### src/hdl/streamer_settings.svh
// ~~~~~~~~~~~~~~~~~~~~~~~~~~~~~~~~~~~~~~~~~~~~~~~~~~~~~~~~~~~~~~~~~~~~~~~~~
// Global sizes of the memory streamer. Addresses count words, not bytes.
// The struct types in streamer_pkg take their field widths from here.
// ~~~~~~~~~~~~~~~~~~~~~~~~~~~~~~~~~~~~~~~~~~~~~~~~~~~~~~~~~~~~~~~~~~~~~~~~~

`ifndef STREAMER_SETTINGS_SVH
`define STREAMER_SETTINGS_SVH

// Word and address widths of the shared memory port
`define STREAMER_DATA_W 32
`define STREAMER_ADDR_W 16

// Width of the per-channel word count
`define STREAMER_CNT_W 16

// Buffer depths, load side sized for a slow consumer
`define STREAMER_LOAD_FIFO_DEPTH 4
`define STREAMER_STORE_FIFO_DEPTH 2

// Number of load channels behind the arbiter (x and w)
`define STREAMER_N_LOADS 2

`endif
### src/hdl/streamer_pkg.sv
// ~~~~~~~~~~~~~~~~~~~~~~~~~~~~~~~~~~~~~~~~~~~~~~~~~~~~~~~~~~~~~~~~~~~~~~~~~
// Bundled types for the memory port, the streams and channel control.
// The ready half of a stream is not part of stream_t.
// ~~~~~~~~~~~~~~~~~~~~~~~~~~~~~~~~~~~~~~~~~~~~~~~~~~~~~~~~~~~~~~~~~~~~~~~~~

`include "streamer_settings.svh"

package streamer_pkg;

  // Request towards memory, held stable until req and gnt meet
  typedef struct packed {
    logic                        req;
    logic                        we;
    logic [`STREAMER_ADDR_W-1:0] addr;
    logic [`STREAMER_DATA_W-1:0] wdata;
  } mem_req_t;

  // Response from memory, rvalid one cycle after an accepted read
  typedef struct packed {
    logic                        gnt;
    logic                        rvalid;
    logic [`STREAMER_DATA_W-1:0] rdata;
  } mem_rsp_t;

  // Forward half of a valid/ready stream
  typedef struct packed {
    logic                        valid;
    logic [`STREAMER_DATA_W-1:0] data;
  } stream_t;

  // Strided access pattern of one channel
  typedef struct packed {
    logic [`STREAMER_ADDR_W-1:0] base;
    logic [`STREAMER_ADDR_W-1:0] stride;
    logic [`STREAMER_CNT_W-1:0]  count;
  } chan_cfg_t;

  typedef struct packed {
    logic busy;
    logic done;
  } chan_flags_t;

endpackage

### src/hdl/streamer_top.sv
// ~~~~~~~~~~~~~~~~~~~~~~~~~~~~~~~~~~~~~~~~~~~~~~~~~~~~~~~~~~~~~~~~~~~~~~~~~
// Two strided load channels (x, w) and one store channel (z) on one port.
// ~~~~~~~~~~~~~~~~~~~~~~~~~~~~~~~~~~~~~~~~~~~~~~~~~~~~~~~~~~~~~~~~~~~~~~~~~

`include "streamer_settings.svh"

module streamer_top (
  input  logic                      clk_i,
  input  logic                      rst_n_i,
  input  logic                      clear_i,
  input  logic                      x_start_i,
  input  logic                      w_start_i,
  input  logic                      z_start_i,
  input  streamer_pkg::chan_cfg_t   x_cfg_i,
  input  streamer_pkg::chan_cfg_t   w_cfg_i,
  input  streamer_pkg::chan_cfg_t   z_cfg_i,
  output streamer_pkg::stream_t     x_stream_o,
  output streamer_pkg::stream_t     w_stream_o,
  input  logic                      x_ready_i,
  input  logic                      w_ready_i,
  input  streamer_pkg::stream_t     z_stream_i,
  output logic                      z_ready_o,
  output streamer_pkg::mem_req_t    mem_req_o,
  input  streamer_pkg::mem_rsp_t    mem_rsp_i,
  output streamer_pkg::chan_flags_t x_flags_o,
  output streamer_pkg::chan_flags_t w_flags_o,
  output streamer_pkg::chan_flags_t z_flags_o
);

  import streamer_pkg::*;

  // Arbiter slot of each load channel
  localparam int unsigned X_ID = 0;
  localparam int unsigned W_ID = 1;

  mem_req_t [`STREAMER_N_LOADS-1:0] load_req;
  mem_rsp_t [`STREAMER_N_LOADS-1:0] load_rsp;
  mem_req_t                         store_req;
  mem_rsp_t                         store_rsp;

  load_source i_x_source (
    .clk_i, .rst_n_i, .clear_i,
    .start_i        ( x_start_i      ),
    .cfg_i          ( x_cfg_i        ),
    .mem_req_o      ( load_req[X_ID] ),
    .mem_rsp_i      ( load_rsp[X_ID] ),
    .stream_o       ( x_stream_o     ),
    .stream_ready_i ( x_ready_i      ),
    .flags_o        ( x_flags_o      )
  );

  load_source i_w_source (
    .clk_i, .rst_n_i, .clear_i,
    .start_i        ( w_start_i      ),
    .cfg_i          ( w_cfg_i        ),
    .mem_req_o      ( load_req[W_ID] ),
    .mem_rsp_i      ( load_rsp[W_ID] ),
    .stream_o       ( w_stream_o     ),
    .stream_ready_i ( w_ready_i      ),
    .flags_o        ( w_flags_o      )
  );

  store_sink i_z_sink (
    .clk_i, .rst_n_i, .clear_i,
    .start_i        ( z_start_i  ),
    .cfg_i          ( z_cfg_i    ),
    .stream_i       ( z_stream_i ),
    .stream_ready_o ( z_ready_o  ),
    .mem_req_o      ( store_req  ),
    .mem_rsp_i      ( store_rsp  ),
    .flags_o        ( z_flags_o  )
  );

  mem_arbiter i_arbiter (
    .clk_i, .rst_n_i, .clear_i,
    .load_req_i  ( load_req  ),
    .load_rsp_o  ( load_rsp  ),
    .store_req_i ( store_req ),
    .store_rsp_o ( store_rsp ),
    .mem_req_o   ( mem_req_o ),
    .mem_rsp_i   ( mem_rsp_i )
  );

endmodule

### src/hdl/mem_arbiter.sv
// ~~~~~~~~~~~~~~~~~~~~~~~~~~~~~~~~~~~~~~~~~~~~~~~~~~~~~~~~~~~~~~~~~~~~~~~~~
// The store channel has fixed priority and can starve the loads.
// Only load reads are tracked, the store side never receives rvalid.
// ~~~~~~~~~~~~~~~~~~~~~~~~~~~~~~~~~~~~~~~~~~~~~~~~~~~~~~~~~~~~~~~~~~~~~~~~~

`include "streamer_settings.svh"

module mem_arbiter (
  input  logic                                          clk_i,
  input  logic                                          rst_n_i,
  input  logic                                          clear_i,
  input  streamer_pkg::mem_req_t [`STREAMER_N_LOADS-1:0] load_req_i,
  output streamer_pkg::mem_rsp_t [`STREAMER_N_LOADS-1:0] load_rsp_o,
  input  streamer_pkg::mem_req_t                        store_req_i,
  output streamer_pkg::mem_rsp_t                        store_rsp_o,
  output streamer_pkg::mem_req_t                        mem_req_o,
  input  streamer_pkg::mem_rsp_t                        mem_rsp_i
);

  localparam int unsigned N_LOADS = `STREAMER_N_LOADS;
  localparam int unsigned IDX_W   = (N_LOADS > 1) ? $clog2(N_LOADS) : 1;

  logic [IDX_W-1:0] rr_q;
  logic [IDX_W-1:0] sel_idx;
  logic [IDX_W-1:0] rd_idx_q;
  logic             load_sel;
  logic             load_gnt;
  logic             rd_pend_q;

  // Round-robin search, starting at the pointer
  always_comb begin
    int unsigned idx;
    load_sel = 1'b0;
    sel_idx  = rr_q;
    for (int unsigned i = 0; i < N_LOADS; i++) begin
      idx = (rr_q + i) % N_LOADS;
      if (!load_sel && load_req_i[idx].req) begin
        load_sel = 1'b1;
        sel_idx  = IDX_W'(idx);
      end
    end
  end

  always_comb begin
    if (store_req_i.req) begin
      mem_req_o = store_req_i;
    end else if (load_sel) begin
      mem_req_o = load_req_i[sel_idx];
    end else begin
      mem_req_o = '0;
    end
  end

  assign load_gnt = !store_req_i.req && load_sel && mem_rsp_i.gnt;

  // Grant to the selected load, rvalid to the load that read last cycle
  always_comb begin
    for (int unsigned i = 0; i < N_LOADS; i++) begin
      load_rsp_o[i].gnt    = load_gnt && (sel_idx == IDX_W'(i));
      load_rsp_o[i].rvalid = rd_pend_q && mem_rsp_i.rvalid && (rd_idx_q == IDX_W'(i));
      load_rsp_o[i].rdata  = mem_rsp_i.rdata;
    end
  end

  assign store_rsp_o.gnt    = store_req_i.req && mem_rsp_i.gnt;
  assign store_rsp_o.rvalid = 1'b0;
  assign store_rsp_o.rdata  = mem_rsp_i.rdata;

  always_ff @(posedge clk_i) begin
    if (!rst_n_i || clear_i) begin
      rr_q      <= '0;
      rd_pend_q <= 1'b0;
    end else begin
      rd_pend_q <= load_gnt && !mem_req_o.we;
      if (load_gnt) begin
        rr_q <= (sel_idx == IDX_W'(N_LOADS - 1)) ? '0 : sel_idx + IDX_W'(1);
      end
    end
  end

  always_ff @(posedge clk_i) begin
    rd_idx_q <= sel_idx;
  end

endmodule

### src/hdl/store_sink.sv
// ~~~~~~~~~~~~~~~~~~~~~~~~~~~~~~~~~~~~~~~~~~~~~~~~~~~~~~~~~~~~~~~~~~~~~~~~~
// Takes exactly count words per start and writes them in arrival order.
// The count must be at least 1.
// ~~~~~~~~~~~~~~~~~~~~~~~~~~~~~~~~~~~~~~~~~~~~~~~~~~~~~~~~~~~~~~~~~~~~~~~~~

`include "streamer_settings.svh"

module store_sink (
  input  logic                      clk_i,
  input  logic                      rst_n_i,
  input  logic                      clear_i,
  input  logic                      start_i,
  input  streamer_pkg::chan_cfg_t   cfg_i,
  input  streamer_pkg::stream_t     stream_i,
  output logic                      stream_ready_o,
  output streamer_pkg::mem_req_t    mem_req_o,
  input  streamer_pkg::mem_rsp_t    mem_rsp_i,
  output streamer_pkg::chan_flags_t flags_o
);

  localparam int unsigned CNT_W = `STREAMER_CNT_W;

  logic                        busy_q;
  logic                        done_q;
  logic [CNT_W-1:0]            accept_left_q;
  logic [`STREAMER_ADDR_W-1:0] addr;
  logic                        last_addr;
  logic                        launch;
  logic                        push;
  logic                        wr_acc;
  logic                        fifo_empty;
  logic                        fifo_full;
  logic [`STREAMER_DATA_W-1:0] fifo_data;

  assign launch         = start_i && !busy_q;
  assign stream_ready_o = busy_q && !fifo_full && (accept_left_q != '0);
  assign push           = stream_i.valid && stream_ready_o;
  assign wr_acc         = mem_req_o.req && mem_rsp_i.gnt;

  // FIFO head is written to the next address of the pattern
  assign mem_req_o.req   = !fifo_empty;
  assign mem_req_o.we    = 1'b1;
  assign mem_req_o.addr  = addr;
  assign mem_req_o.wdata = fifo_data;

  stream_addr_gen i_addr_gen (
    .clk_i     ( clk_i     ),
    .rst_n_i   ( rst_n_i   ),
    .clear_i   ( clear_i   ),
    .load_i    ( launch    ),
    .cfg_i     ( cfg_i     ),
    .advance_i ( wr_acc    ),
    .addr_o    ( addr      ),
    .last_o    ( last_addr )
  );

  stream_fifo #(
    .DEPTH ( `STREAMER_STORE_FIFO_DEPTH )
  ) i_fifo (
    .clk_i   ( clk_i         ),
    .rst_n_i ( rst_n_i       ),
    .clear_i ( clear_i       ),
    .push_i  ( push          ),
    .data_i  ( stream_i.data ),
    .pop_i   ( wr_acc        ),
    .data_o  ( fifo_data     ),
    .empty_o ( fifo_empty    ),
    .full_o  ( fifo_full     )
  );

  always_ff @(posedge clk_i) begin
    if (!rst_n_i || clear_i) begin
      busy_q        <= 1'b0;
      done_q        <= 1'b0;
      accept_left_q <= '0;
    end else begin
      done_q <= 1'b0;
      if (launch) begin
        busy_q        <= 1'b1;
        accept_left_q <= cfg_i.count;
      end else begin
        if (push) begin
          accept_left_q <= accept_left_q - CNT_W'(1);
        end
        // Finished once the final write is granted
        if (wr_acc && last_addr) begin
          busy_q <= 1'b0;
          done_q <= 1'b1;
        end
      end
    end
  end

  assign flags_o.busy = busy_q;
  assign flags_o.done = done_q;

endmodule

### src/hdl/load_source.sv
// ~~~~~~~~~~~~~~~~~~~~~~~~~~~~~~~~~~~~~~~~~~~~~~~~~~~~~~~~~~~~~~~~~~~~~~~~~
// Reads are limited by FIFO credit, so a response always finds room.
// The count must be at least 1; start is ignored while busy.
// ~~~~~~~~~~~~~~~~~~~~~~~~~~~~~~~~~~~~~~~~~~~~~~~~~~~~~~~~~~~~~~~~~~~~~~~~~

`include "streamer_settings.svh"

module load_source (
  input  logic                      clk_i,
  input  logic                      rst_n_i,
  input  logic                      clear_i,
  input  logic                      start_i,
  input  streamer_pkg::chan_cfg_t   cfg_i,
  output streamer_pkg::mem_req_t    mem_req_o,
  input  streamer_pkg::mem_rsp_t    mem_rsp_i,
  output streamer_pkg::stream_t     stream_o,
  input  logic                      stream_ready_i,
  output streamer_pkg::chan_flags_t flags_o
);

  localparam int unsigned DEPTH = `STREAMER_LOAD_FIFO_DEPTH;
  localparam int unsigned CRD_W = $clog2(DEPTH + 1);
  localparam int unsigned CNT_W = `STREAMER_CNT_W;

  logic                        busy_q;
  logic                        done_q;
  logic                        req_open_q;
  logic [CRD_W-1:0]            credit_q;
  logic [CNT_W-1:0]            deliver_left_q;
  logic [`STREAMER_ADDR_W-1:0] addr;
  logic                        last_addr;
  logic                        launch;
  logic                        req_acc;
  logic                        pop;
  logic                        fifo_empty;
  logic [`STREAMER_DATA_W-1:0] fifo_data;

  assign launch  = start_i && !busy_q;
  assign req_acc = mem_req_o.req && mem_rsp_i.gnt;
  assign pop     = stream_o.valid && stream_ready_i;

  // Credit covers reads in flight plus words held in the FIFO
  assign mem_req_o.req   = req_open_q && (credit_q < CRD_W'(DEPTH));
  assign mem_req_o.we    = 1'b0;
  assign mem_req_o.addr  = addr;
  assign mem_req_o.wdata = '0;

  stream_addr_gen i_addr_gen (
    .clk_i     ( clk_i     ),
    .rst_n_i   ( rst_n_i   ),
    .clear_i   ( clear_i   ),
    .load_i    ( launch    ),
    .cfg_i     ( cfg_i     ),
    .advance_i ( req_acc   ),
    .addr_o    ( addr      ),
    .last_o    ( last_addr )
  );

  stream_fifo #(
    .DEPTH ( DEPTH )
  ) i_fifo (
    .clk_i   ( clk_i            ),
    .rst_n_i ( rst_n_i          ),
    .clear_i ( clear_i          ),
    .push_i  ( mem_rsp_i.rvalid ),
    .data_i  ( mem_rsp_i.rdata  ),
    .pop_i   ( pop              ),
    .data_o  ( fifo_data        ),
    .empty_o ( fifo_empty       ),
    .full_o  (                  )
  );

  assign stream_o.valid = !fifo_empty;
  assign stream_o.data  = fifo_data;

  always_ff @(posedge clk_i) begin
    if (!rst_n_i || clear_i) begin
      busy_q         <= 1'b0;
      done_q         <= 1'b0;
      req_open_q     <= 1'b0;
      credit_q       <= '0;
      deliver_left_q <= '0;
    end else begin
      done_q   <= 1'b0;
      credit_q <= credit_q + CRD_W'(req_acc) - CRD_W'(pop);
      if (launch) begin
        busy_q         <= 1'b1;
        req_open_q     <= 1'b1;
        deliver_left_q <= cfg_i.count;
      end else begin
        // Last address handed out, no more requests
        if (req_acc && last_addr) begin
          req_open_q <= 1'b0;
        end
        if (pop) begin
          deliver_left_q <= deliver_left_q - CNT_W'(1);
          if (deliver_left_q == CNT_W'(1)) begin
            busy_q <= 1'b0;
            done_q <= 1'b1;
          end
        end
      end
    end
  end

  assign flags_o.busy = busy_q;
  assign flags_o.done = done_q;

endmodule

### src/hdl/stream_fifo.sv
// ~~~~~~~~~~~~~~~~~~~~~~~~~~~~~~~~~~~~~~~~~~~~~~~~~~~~~~~~~~~~~~~~~~~~~~~~~
// A push into a full FIFO is dropped unless a pop happens in the same cycle.
// ~~~~~~~~~~~~~~~~~~~~~~~~~~~~~~~~~~~~~~~~~~~~~~~~~~~~~~~~~~~~~~~~~~~~~~~~~

`include "streamer_settings.svh"

module stream_fifo #(
  parameter int unsigned DEPTH = 4
) (
  input  logic                        clk_i,
  input  logic                        rst_n_i,
  input  logic                        clear_i,
  input  logic                        push_i,
  input  logic [`STREAMER_DATA_W-1:0] data_i,
  input  logic                        pop_i,
  output logic [`STREAMER_DATA_W-1:0] data_o,
  output logic                        empty_o,
  output logic                        full_o
);

  localparam int unsigned PTR_W = (DEPTH > 1) ? $clog2(DEPTH) : 1;
  localparam int unsigned CNT_W = $clog2(DEPTH + 1);

  logic [`STREAMER_DATA_W-1:0] mem_q [DEPTH];
  logic [PTR_W-1:0]            wr_ptr_q;
  logic [PTR_W-1:0]            rd_ptr_q;
  logic [CNT_W-1:0]            cnt_q;
  logic [CNT_W-1:0]            cnt_d;
  logic                        full_q;
  logic                        empty_q;
  logic                        do_push;
  logic                        do_pop;

  function automatic logic [PTR_W-1:0] ptr_inc(input logic [PTR_W-1:0] ptr);
    if (ptr == PTR_W'(DEPTH - 1)) begin
      return '0;
    end
    return ptr + PTR_W'(1);
  endfunction

  assign do_pop  = pop_i && !empty_q;
  assign do_push = push_i && (!full_q || do_pop);

  always_comb begin
    cnt_d = cnt_q;
    if (do_push && !do_pop) begin
      cnt_d = cnt_q + CNT_W'(1);
    end else if (do_pop && !do_push) begin
      cnt_d = cnt_q - CNT_W'(1);
    end
  end

  // Pointers, occupancy and the registered status flags
  always_ff @(posedge clk_i) begin
    if (!rst_n_i || clear_i) begin
      wr_ptr_q <= '0;
      rd_ptr_q <= '0;
      cnt_q    <= '0;
      full_q   <= 1'b0;
      empty_q  <= 1'b1;
    end else begin
      if (do_push) begin
        wr_ptr_q <= ptr_inc(wr_ptr_q);
      end
      if (do_pop) begin
        rd_ptr_q <= ptr_inc(rd_ptr_q);
      end
      cnt_q   <= cnt_d;
      full_q  <= (cnt_d == CNT_W'(DEPTH));
      empty_q <= (cnt_d == '0);
    end
  end

  always_ff @(posedge clk_i) begin
    if (do_push) begin
      mem_q[wr_ptr_q] <= data_i;
    end
  end

  assign data_o  = mem_q[rd_ptr_q];
  assign empty_o = empty_q;
  assign full_o  = full_q;

endmodule

### src/hdl/stream_addr_gen.sv
// ~~~~~~~~~~~~~~~~~~~~~~~~~~~~~~~~~~~~~~~~~~~~~~~~~~~~~~~~~~~~~~~~~~~~~~~~~
// The count must be at least 1. Addresses wrap at the address width.
// ~~~~~~~~~~~~~~~~~~~~~~~~~~~~~~~~~~~~~~~~~~~~~~~~~~~~~~~~~~~~~~~~~~~~~~~~~

`include "streamer_settings.svh"

module stream_addr_gen (
  input  logic                        clk_i,
  input  logic                        rst_n_i,
  input  logic                        clear_i,
  input  logic                        load_i,
  input  streamer_pkg::chan_cfg_t     cfg_i,
  input  logic                        advance_i,
  output logic [`STREAMER_ADDR_W-1:0] addr_o,
  output logic                        last_o
);

  localparam int unsigned CNT_W = `STREAMER_CNT_W;

  logic [`STREAMER_ADDR_W-1:0] addr_q;
  logic [`STREAMER_ADDR_W-1:0] stride_q;
  logic [CNT_W-1:0]            left_q;

  // Remaining addresses including the current one
  always_ff @(posedge clk_i) begin
    if (!rst_n_i || clear_i) begin
      left_q <= '0;
    end else if (load_i) begin
      left_q <= cfg_i.count;
    end else if (advance_i && left_q != '0) begin
      left_q <= left_q - CNT_W'(1);
    end
  end

  // Current address and step size
  always_ff @(posedge clk_i) begin
    if (load_i) begin
      addr_q   <= cfg_i.base;
      stride_q <= cfg_i.stride;
    end else if (advance_i) begin
      addr_q <= addr_q + stride_q;
    end
  end

  assign addr_o = addr_q;
  assign last_o = (left_q == CNT_W'(1));

endmodule

### config.mk
export PLATFORM = sky130hd
export DESIGN_NAME = streamer_top
export DESIGN_NICKNAME = d
export VERILOG_FILES = /design/src/hdl/streamer_pkg.sv /design/src/hdl/streamer_top.sv /design/src/hdl/mem_arbiter.sv /design/src/hdl/store_sink.sv /design/src/hdl/load_source.sv /design/src/hdl/stream_fifo.sv /design/src/hdl/stream_addr_gen.sv
export VERILOG_INCLUDE_DIRS = /design/src /design/src/hdl
export SDC_FILE = /design/constraint.sdc
export NUM_CORES = 1
export LEC_CHECK = 0
export ABC_AREA = 1
export CORE_UTILIZATION = 40
export DETAILED_ROUTE_END_ITERATION = 16
export DONT_BUFFER_PORTS = 1
export GPL_ROUTABILITY_DRIVEN = 1
export HOLD_SLACK_MARGIN = 0.1
export MAX_ROUTING_LAYER = met4
export PLACE_DENSITY = 0.62
export SETUP_SLACK_MARGIN = 0.02
export SLEW_MARGIN = 20
export SYNTH_ARGS = -nofsm -noshare
export SYNTH_HDL_FRONTEND = slang
export SYNTH_SLANG_ARGS = --single-unit
### constraint.sdc
create_clock -name clk_i -period 7.62 [get_ports clk_i]
set_clock_uncertainty 0.1 [all_clocks]
set_input_delay 0.762 -clock clk_i [delete_from_list [all_inputs] [get_ports clk_i]]
set_output_delay 0.762 -clock clk_i [all_outputs]
set_load 0.01 [all_outputs]
==> flow_summary.ini, run 1 <==
[yosys]
netlist.area_leader.share_pct = 47.6
syn_nets = 3067
synth.most_common_cell = nand2_1
netlist_top_cells_count = nand2_1, nor2_1, edfxtp_1
synthArstFlopShare_pct = 0
ys_seq_area_share_pct = 58.4
synth_edf_count = 416
yosys-top-cells-area = edfxtp_1, dfxtp_1, nand2_1, nor2_1, o21ai_0
yosys.area.top_type = edfxtp_1
synth.distinct_cells = 51
synth_cells = 2765
ys_seq_elements = 558
ys_warn_count = 0
netlist_area_um2 = 26200
avgSynthCellArea_um2 = 9.49
synth-main-ff-cell = edfxtp_1

[timing]
fin_tns_setup_ps = 0
final.period_utilization_pct = 53.3
drv_slew = 0
finalHoldViolCount = 0
maxSlewHeadroom_pct = 26.9
worst_slew_pin_slew_ps = 1090
rsz0062_at_grt = false
fin_crit_ps = 4060
max_freq_mhz = 246
finalSetupViolCount = 0

[cts]
cts_sinks = 558
clk_pin_slew_ps = 60
hold_buffers = 69
h-tree-depth = 2
cts_resized = 0
clockRootBuffer = clkbuf_16
cts_made_buffers = 60
postCtsSetupBuffers = 0
clk_latency_ps = 660
cts_buffer_depth = 3
cts_tree = done

[drt]
drtAntennaViolNets = 0
totalWireLength_um = 70600
remaining_drc_errors = 0
first_pass_iters = 5
wl_per_cell_um = 19.0
vias_per_cell = 5.38
vias = 20000
dr.first_iter.drc_count = 1622

[hold_path]
worstHoldEndpoint = i_z_sink.i_fifo.mem_q[1][27]$_DFFE_PP_
hold_start = z_stream_i[27]
worstHoldPathType = in2reg
hold_depth = 0

[setup_path]
worstPathMaxFanout = 65
rrSetupSlack_ps = 4630
worst_r2r_endpoint = i_z_sink.i_addr_gen.left_q[7]$_SDFFE_PP0P_
reg2reg_from = i_z_sink.busy_q$_SDFFE_PP0P_
cp.required_ps = 6760
worst-path-buf-inv = 3
ff2ff_path_depth = 8
arrival_ps = 3200
critical_path.most_common_cell = buf_4
slowest_stage = clkinv_1
setup.worst_path.end_class = output port
crit_chain = buf_4 > clkinv_1 > buf_4 > o21ai_0 > o22ai_1
crit_family = buffers and inverters
slowest_delay_ps = 810
crit_path_start_kind = flop
crit_type = reg2out

[run_status]
status = completed

[floorplanning]
die_x_um = 258
row_count = 93
die_h_um = 258
die_area_um2 = 66600
core_area_um2 = 64600
start_util_pct = 40.6
io_pins = 342

[layout]
fillers = 6035
drive_above_1_share_pct = 6.94
post-route-cell-area_um2 = 29900
num-nets-final = 3103
area_delta_synth_final_pct = 13.8
final_util_pct = 46.3

[power]
leakage_nw = 11.6
ir_drop_uv = 166
power_density_nw_per_um2 = 249

[global_routing]
grt_pass1_wl_um = 109000
grt_max_degree = 66
grtUsageTotal_pct = 21.3
grt_overflow = 0
antenna_found_initial = 12
first_global_vias = 19600

[flow_run]
maxCapViolCount = 0

[place]
dpl_cell_area_um2 = 27000
port_buffers = 0
hpwl_um = 48200
gp_congestion = 0.931
[metal layers]
metal	routed length [um]	global-route usage (%)	vias to the layer above
met3	5260	4.16	121
li1	-	-	9635
met1	30000	27.0	9548
met2	33500	34.3	709
met5	0	-	-
met4	1860	6.90	0
[metrics by stage]
step / total power, mW / cells / worst slack [ps] / hold slack (ps)
floorplan: 4.23 / 2765 / 4580 / 339
global placement: 4.43 / 3519 / 4370 / 352
detailed placement: 4.45 / 3521 / 4270 / 361
CTS: 7.50 / 3704 / 3550 / 104
global route: 7.77 / 3720 / 3270 / 105
finish: 7.44 / 3721 / 3560 / 151
[cell usage in the layout (no fill, tap or decap), drive strengths merged, types with 3 or more instances in the layout]
cell | synthesis | routed
nand4 | 24 | 24
nor4 | 3 | 3
o211ai | 10 | 10
bufinv | 0 | 7
nor2 | 456 | 456
o22ai | 64 | 64
inv | 208 | 213
ha | 78 | 78
a21boi | 3 | 3
nand2 | 461 | 461
nand3b | 5 | 5
o211a | 4 | 4
nor3b | 4 | 4
a21oi | 130 | 130
dfxtp | 142 | 142
clkbuf | 74 | 62
buf | 40 | 19
nand3 | 145 | 145
xor2 | 26 | 26
dlygate4sd3 | 0 | 69
diode | 0 | 13
fa | 5 | 5
a21o | 11 | 11
xnor2 | 23 | 23
o21ai | 344 | 344
edfxtp | 416 | 416
or2 | 17 | 17
o21bai | 6 | 6
a211oi | 5 | 5
a31oi | 22 | 22
nor3 | 27 | 27
clkinv | 3 | 34
clkinvlp | 0 | 9
[flip-flops by register name (all words and copies together), names as in the netlist, 16 cells and up, named ones only]
name,flops
i_w_source.deliver_left_q,16
i_w_source.i_addr_gen.addr_o,16
i_w_source.i_addr_gen.left_q,16
i_w_source.i_addr_gen.stride_q,16
i_w_source.i_fifo.mem_q,128
i_x_source.deliver_left_q,16
i_x_source.i_addr_gen.addr_o,16
i_x_source.i_addr_gen.left_q,16
i_x_source.i_addr_gen.stride_q,16
i_x_source.i_fifo.mem_q,128
i_z_sink.accept_left_q,16
i_z_sink.i_addr_gen.addr_o,16
i_z_sink.i_addr_gen.left_q,16
i_z_sink.i_addr_gen.stride_q,16
i_z_sink.i_fifo.mem_q,64
[area by class of cell]
class                           instances  area, um2  area share, %
Multi-Input combinational cell       1882       9650           32.3
Sequential cell                       558      15300           51.4
Clock buffer                           62       1510           5.05
Tap cell                              855       1070           3.58
Clock inverter                         52        546           1.83
Antenna cell                           13       32.5          0.109
Timing Repair Buffer                   88        923           3.09
Inverter                              211        797           2.67
[how the worst max path moves through the flow]
stage,start,end,depth (start not counted)
6_report,flop,x_stream_o[27],5
5_1_grt,flop,x_stream_o[22],5
4_1_cts,flop,w_stream_o[9],4
3_5_place_dp,flop,x_stream_o[23],5
3_3_place_gp,flop,w_stream_o[7],4
2_1_floorplan,w_ready_i,i_w_source.i_fifo.mem_q[0][0]$_DFFE_PP_,4
[logic make-up after synthesis]
group	count (synthesis)	share of synthesized area, %
simple gates	1144	18.2
compound gates	606	12.5
flops	558	58.4
buf+inv	325	5.11
fa+ha+maj	83	4.10
xor+xnor	49	1.64
[where the power goes]
part / leakage, nW / internal (mW) / switching [mW]
Combinational: 5.65 / 0.345 / 0.655
Clock: 0.982 / 1.70 / 1.29
Sequential: 4.97 / 3.38 / 0.0687
Total: 11.6 / 5.42 / 2.02
(Power assumes the default switching activity.)
==> run 2: changes to the inputs <==
--- a/config.mk
+++ b/config.mk
@@ -6,14 +6,14 @@
 export SDC_FILE = /design/constraint.sdc
 export NUM_CORES = 1
 export LEC_CHECK = 0
-export ABC_AREA = 1
+export ABC_AREA = 0
 export CORE_UTILIZATION = 40
 export DETAILED_ROUTE_END_ITERATION = 16
 export DONT_BUFFER_PORTS = 1
 export GPL_ROUTABILITY_DRIVEN = 1
 export HOLD_SLACK_MARGIN = 0.1
 export MAX_ROUTING_LAYER = met4
-export PLACE_DENSITY = 0.62
+export PLACE_DENSITY = 0.64
 export SETUP_SLACK_MARGIN = 0.02
 export SLEW_MARGIN = 20
 export SYNTH_ARGS = -nofsm -noshare
==> constraint.sdc (replaced) <==
create_clock -name clk_i -period 3.4 [get_ports clk_i]
set_clock_uncertainty 0.1 [all_clocks]
set_input_delay 0.34 -clock clk_i [delete_from_list [all_inputs] [get_ports clk_i]]
set_output_delay 0.34 -clock clk_i [all_outputs]
set_load 0.01 [all_outputs]
==> run 2 against run 1 <==
Net effect: combinational power grew 75%; via count is 22% lower; clock power grew 120%; die area shrank 7.0%; cell count decreased by 23%; largest cell class unchanged.
==> flow_summary.ini, run 2 <==
[setup_path]
crit_type = reg2out
crit_path_start_kind = flop
worstPathMaxFanout = 10
reg2reg_from = i_w_source.i_addr_gen.addr_o[0]$_DFFE_PP_
setup.worst_path.end_class = output port
rrSetupSlack_ps = 490
ff2ff_path_depth = 8
worst_r2r_endpoint = i_w_source.i_addr_gen.addr_o[12]$_DFFE_PP_
cp.required_ps = 2960
arrival_ps = 2640

[yosys]
synth_cells = 1799
synth.distinct_cells = 72
yosys-top-cells-area = edfxtp_1, dfxtp_1, mux4_2, ha_1, a21oi_1
netlist.area_leader.share_pct = 51.2
synth.most_common_cell = edfxtp_1
ys_seq_area_share_pct = 62.9
synth_edf_count = 416
avgSynthCellArea_um2 = 13.6
netlist_area_um2 = 24400
synth-main-ff-cell = edfxtp_1
ys_seq_elements = 558
ys_warn_count = 0
syn_nets = 2101
yosys.area.top_type = edfxtp_1
netlist_top_cells_count = edfxtp_1, a21oi_1, dfxtp_1
synthArstFlopShare_pct = 0

[power]
ir_drop_uv = 410
leakage_nw = 9.98
totalPowerFinal_mw = 16.1
power_density_nw_per_um2 = 546

[cts]
cts_buffer_depth = 3
cts_resized = 0
clk_latency_ps = 640
h-tree-depth = 2
clockRootBuffer = clkbuf_16
hold_buffers = 217
postCtsSetupBuffers = 0
cts_tree = done
cts_made_buffers = 59
clk_pin_slew_ps = 60
cts_sinks = 558

[drt]
totalWireLength_um = 58100
vias_per_cell = 5.40
dr.first_iter.drc_count = 954
remaining_drc_errors = 0
first_pass_iters = 5
drtAntennaViolNets = 0
vias = 15600
wl_per_cell_um = 20.2

[layout]
final_util_pct = 49.0
mostFrequentLayoutCell = edfxtp_1
top_regs = i_w_source.i_fifo.mem_q (128), i_x_source.i_fifo.mem_q (128), i_z_sink.i_fifo.mem_q (64)
mostFrequentLayoutCells = edfxtp_1, dlygate4sd3_1, a21oi_1
area_delta_synth_final_pct = 21.2
drive_above_1_share_pct = 10.0
post-route-cell-area_um2 = 29500
num-nets-final = 2329

[flow_run]
maxCapViolCount = 0

[hold_path]
worstHoldEndpoint = i_z_sink.i_addr_gen.left_q[0]$_SDFFE_PP0P_
hold_start = mem_rsp_i[33]
worstHoldPathType = in2reg
hold_depth = 4

[global_routing]
antenna_found_initial = 21
grt_max_degree = 67
first_global_vias = 15900
grt_pass1_wl_um = 89300
grt_overflow = 0
grtUsageTotal_pct = 19.0

[timing]
rsz0062_at_grt = false
whs_ps = 173
fin_tns_setup_ps = 0
finalSetupViolCount = 0
fin_crit_ps = 3080
maxSlewHeadroom_pct = 30.0
final.period_utilization_pct = 90.5
max_freq_mhz = 325
drv_slew = 0
finalHoldViolCount = 0
worst_slew_pin_slew_ps = 1050

[floorplanning]
row_count = 90
die_area_um2 = 61900
die_x_um = 249
start_util_pct = 40.5
core_area_um2 = 60200
die_h_um = 249
io_pins = 342

[run_status]
status = completed

[place]
port_buffers = 0
dpl_cell_area_um2 = 25300
hpwl_um = 38100
gp_congestion = 0.871
## run 2: cell families (layout without fill, tap and decap cells)
logic type / count (synthesis) / in the layout / synth area share [%]
AO/OA/AOI/OAI: 365 / 365 / 9.12
XOR/XNOR: 126 / 126 / 4.53
adder cells (fa/ha/maj): 84 / 84 / 4.45
buffers and inverters: 127 / 403 / 2.09
flip-flops: 558 / 558 / 62.9
multiplexers: 119 / 119 / 8.18
other: 0 / 21 / 0
AND/OR/NAND/NOR: 420 / 420 / 8.73
## run 2: per-layer routing
| metal | wire (um) | vias up | part of all wire, % | track usage (%) |
|---|---|---|---|---|
| li1 | - | 7305 | - | - |
| met1 | 24700 | 7648 | 42 | 23.0 |
| met2 | 28200 | 480 | 48 | 31.2 |
| met3 | 3670 | 117 | 6.3 | 4.47 |
| met4 | 1640 | 0 | 2.8 | 6.30 |
| met5 | 0 | - | 0 | - |
## run 2: metrics by stage
step | setup slack, ps | std cells
finish | 323 | 2878
global route | 148 | 2878
CTS | 269 | 2857
detailed placement | 566 | 2531
global placement | 638 | 2531
floorplan | 292 | 1799
## run 2: cell type report
class,instances,area [um2]
Antenna cell,21,52.6
Clock buffer,70,1520
Clock inverter,39,509
Fill cell,5097,30700
Inverter,47,176
Multi-Input combinational cell,1114,8560
Sequential cell,558,15300
Tap cell,782,978
Timing Repair Buffer,247,2410
## run 2: where the power goes
part	total (mW)	internal (mW)	switching [mW]
sequential	7.72	7.57	0.154
clock	6.65	3.90	2.76
combinational	1.75	0.753	0.999
## run 2: how the worst max path moves through the flow
stage	from	endpoint	slack (ps)	depth (start not counted)
after global routing	i_w_source.req_open_q$_SDFFE_PP0P_	mem_req_o[32]	150	5
final	i_w_source.req_open_q$_SDFFE_PP0P_	mem_req_o[32]	320	5
after global placement	i_w_source.i_addr_gen.addr_o[0]$_DFFE_PP_	i_w_source.i_addr_gen.addr_o[12]$_DFFE_PP_	640	8
after detailed placement	i_w_source.i_addr_gen.addr_o[0]$_DFFE_PP_	i_w_source.i_addr_gen.addr_o[12]$_DFFE_PP_	570	8
after floorplan	i_z_sink.accept_left_q[0]$_SDFFE_PP0P_	i_z_sink.i_fifo.mem_q[0][0]$_DFFE_PP_	290	7
after CTS	i_w_source.req_open_q$_SDFFE_PP0P_	mem_req_o[32]	270	5
## run 2: critical path, stage by stage (launching register included)
cell and delay, ps:
dfxtp_1 330, nor2b_1 240, maj3_1 670, buf_4 310, mux2i_1 320, o2bb2ai_1 170
==> run 3: changes to the inputs <==
--- a/config.mk
+++ b/config.mk
@@ -8,6 +8,7 @@
 export LEC_CHECK = 0
 export ABC_AREA = 0
 export CORE_UTILIZATION = 40
+export CTS_BUF_LIST = sky130_fd_sc_hd__clkbuf_4 sky130_fd_sc_hd__clkbuf_8 sky130_fd_sc_hd__clkbuf_16
 export DETAILED_ROUTE_END_ITERATION = 16
 export DONT_BUFFER_PORTS = 1
 export GPL_ROUTABILITY_DRIVEN = 1
==> run 3 against run 2 <==
Net effect: worst setup slack worse by 61 ps; cell count did not move; maximum frequency fell by 1.9%; critical path depth is the same; cell area increased by 0.14%; worst hold slack got worse by 4.2 ps; count of clock-buffer cells in the layout did not move; global-route usage about the same; sequential share of layout area decreased by 0.072 points; flip-flop and latch count stayed put; critical endpoint unchanged; largest cell class unchanged.
==> flow_summary.ini, run 3 (synthesis gave the netlist of run 2 again) <==
[run_status]
status = completed

[drt]
vias_per_cell = 5.40
wl_per_cell_um = 20.2
totalWireLength_um = 58200
vias = 15500
first_pass_iters = 5
remaining_drc_errors = 0
drtAntennaViolNets = 0
dr.first_iter.drc_count = 998

[cts]
clk_latency_ps = 640
clk_pin_slew_ps = 60
postCtsSetupBuffers = 0
cts_buffer_depth = 3
h-tree-depth = 2
cts_made_buffers = 59
clockRootBuffer = clkbuf_16
cts_sinks = 558
cts_tree = done
cts_resized = 0

[setup_path]
crit_chain = nor2b_1 > maj3_1 > buf_4 > mux2i_1 > o2bb2ai_1
setup.worst_path.end_class = output port
rrSetupSlack_ps = 480
crit_path_start_kind = flop
crit_type = reg2out
worst_r2r_endpoint = i_w_source.i_addr_gen.addr_o[12]$_DFFE_PP_
worstPathMaxFanout = 10
arrival_ps = 2700
ff2ff_path_depth = 8
slowest_delay_ps = 670
reg2reg_from = i_w_source.i_addr_gen.addr_o[0]$_DFFE_PP_
worst-path-buf-inv = 1
slowest_stage = maj3_1
crit_end = mem_req_o[32]
crit_family = adder cells
cp_num_cells = 5
cp.required_ps = 2960
cp-startpoint = i_w_source.req_open_q$_SDFFE_PP0P_

[timing]
max_freq_mhz = 319
fin_tns_setup_ps = 0
final.period_utilization_pct = 92.3
fin_crit_ps = 3140
maxSlewHeadroom_pct = 29.6
finalSetupViolCount = 0
drv_slew = 0
worst_slack_ps = 262
rsz0062_at_grt = false
finalHoldViolCount = 0
worst_slew_pin_slew_ps = 1060

[floorplanning]
core_area_um2 = 60200
io_pins = 342
die_h_um = 249
start_util_pct = 40.5
die_x_um = 249
die_area_um2 = 61900
row_count = 90

[global_routing]
met1_usage_pct = 22.9
grtUsageTotal_pct = 19.0
grt_busiest_layer = met2
grtUsageMet2_pct = 31.3
antenna_found_initial = 21
met3_usage_pct = 4.47
grt_overflow = 0
grt_pass1_wl_um = 89200
grt_max_degree = 67
first_global_vias = 15900

[power]
power_frac_seq_pct = 47.6
net-switching-power_mw = 3.91
ir_drop_uv = 407
totalPowerFinal_mw = 16.2
clkPwrFrac_pct = 41.5
combPwrFrac_pct = 10.8
p_int_mw = 12.3
swShare_pct = 24.1
power_density_nw_per_um2 = 548
leakage_nw = 10.0

[place]
port_buffers = 0
hpwl_um = 38100
gp_congestion = 0.871
dp_slack_ps = 566

[flow_run]
maxCapViolCount = 0

[layout]
top_regs = i_w_source.i_fifo.mem_q (128), i_x_source.i_fifo.mem_q (128), i_z_sink.i_fifo.mem_q (64)
area_delta_synth_final_pct = 21.3
num-nets-final = 2329
fillers = 5094
drive_above_1_share_pct = 10.6
mostFrequentLayoutCells = edfxtp_1, dlygate4sd3_1, a21oi_1
mostFrequentLayoutCell = edfxtp_1

[hold_path]
worstHoldPathType = in2reg
## run 3: worst min-delay path, stage by stage
cell and delay [ps]:
nand2b_1 170, a31oi_1 120, xnor2_1 160, a21oi_1 60
## run 3: area by class of cell
type	count	area [um2]	share of cell area, %
diodes	21	52.6	0.178
clock buffers	70	1560	5.27
clock inverters	39	509	1.72
inverters	47	176	0.596
multi-input cells	1114	8560	28.9
flip-flops and latches	558	15300	51.9
well taps	782	978	3.31
repair buffers	247	2410	8.15
## run 3: power groups by stage
stage	logic, mW	clock network (mW)	registers, mW
after floorplan	1.16	0	7.81
after global placement	1.44	0	7.86
after detailed placement	1.46	0	7.87
after CTS	1.73	6.92	7.72
after global routing	1.94	7.18	7.74
final	1.75	6.73	7.72
## run 3: how the worst min path moves through the flow
| stage | startpoint | endpoint | slack, ps | cells after the start |
|---|---|---|---|---|
| after global routing | mem_rsp_i[33] | i_z_sink.i_addr_gen.left_q[0]$_SDFFE_PP0P_ | 180 | 4 |
| after global placement | z_cfg_i[29] | i_z_sink.i_addr_gen.stride_q[13]$_DFFE_PP_ | 340 | 0 |
| after detailed placement | x_cfg_i[21] | i_x_source.i_addr_gen.stride_q[5]$_DFFE_PP_ | 340 | 0 |
| after floorplan | w_cfg_i[16] | i_w_source.i_addr_gen.stride_q[0]$_DFFE_PP_ | 340 | 0 |
| final | mem_rsp_i[33] | i_z_sink.i_addr_gen.left_q[0]$_SDFFE_PP0P_ | 170 | 4 |
| after CTS | mem_rsp_i[33] | i_z_sink.i_addr_gen.left_q[0]$_SDFFE_PP0P_ | 120 | 4 |
## run 3: metrics by stage
stage	cells	hold WS (ps)	area, um2	util [%]
after floorplan	1799	339	24400	-
after global placement	2531	339	25300	42.0
after detailed placement	2531	339	25300	42.0
after CTS	2857	119	29500	49.0
after global routing	2878	181	29600	49.1
final	2878	169	29600	49.1
## run 3: what timing repair did
action / CTS / global route
endpoints found under the setup margin: 0 / 0
hold buffers: 217 / 0
endpoints found under the hold margin: 531 / 0
## run 3: layer usage
layer | share of wire, % | up-vias | wire length [um]
met2 | 49 | 502 | 28400
met5 | 0 | - | 0
met1 | 42 | 7613 | 24200
li1 | - | 7302 | -
met4 | 2.6 | 0 | 1490
met3 | 7.0 | 113 | 4070
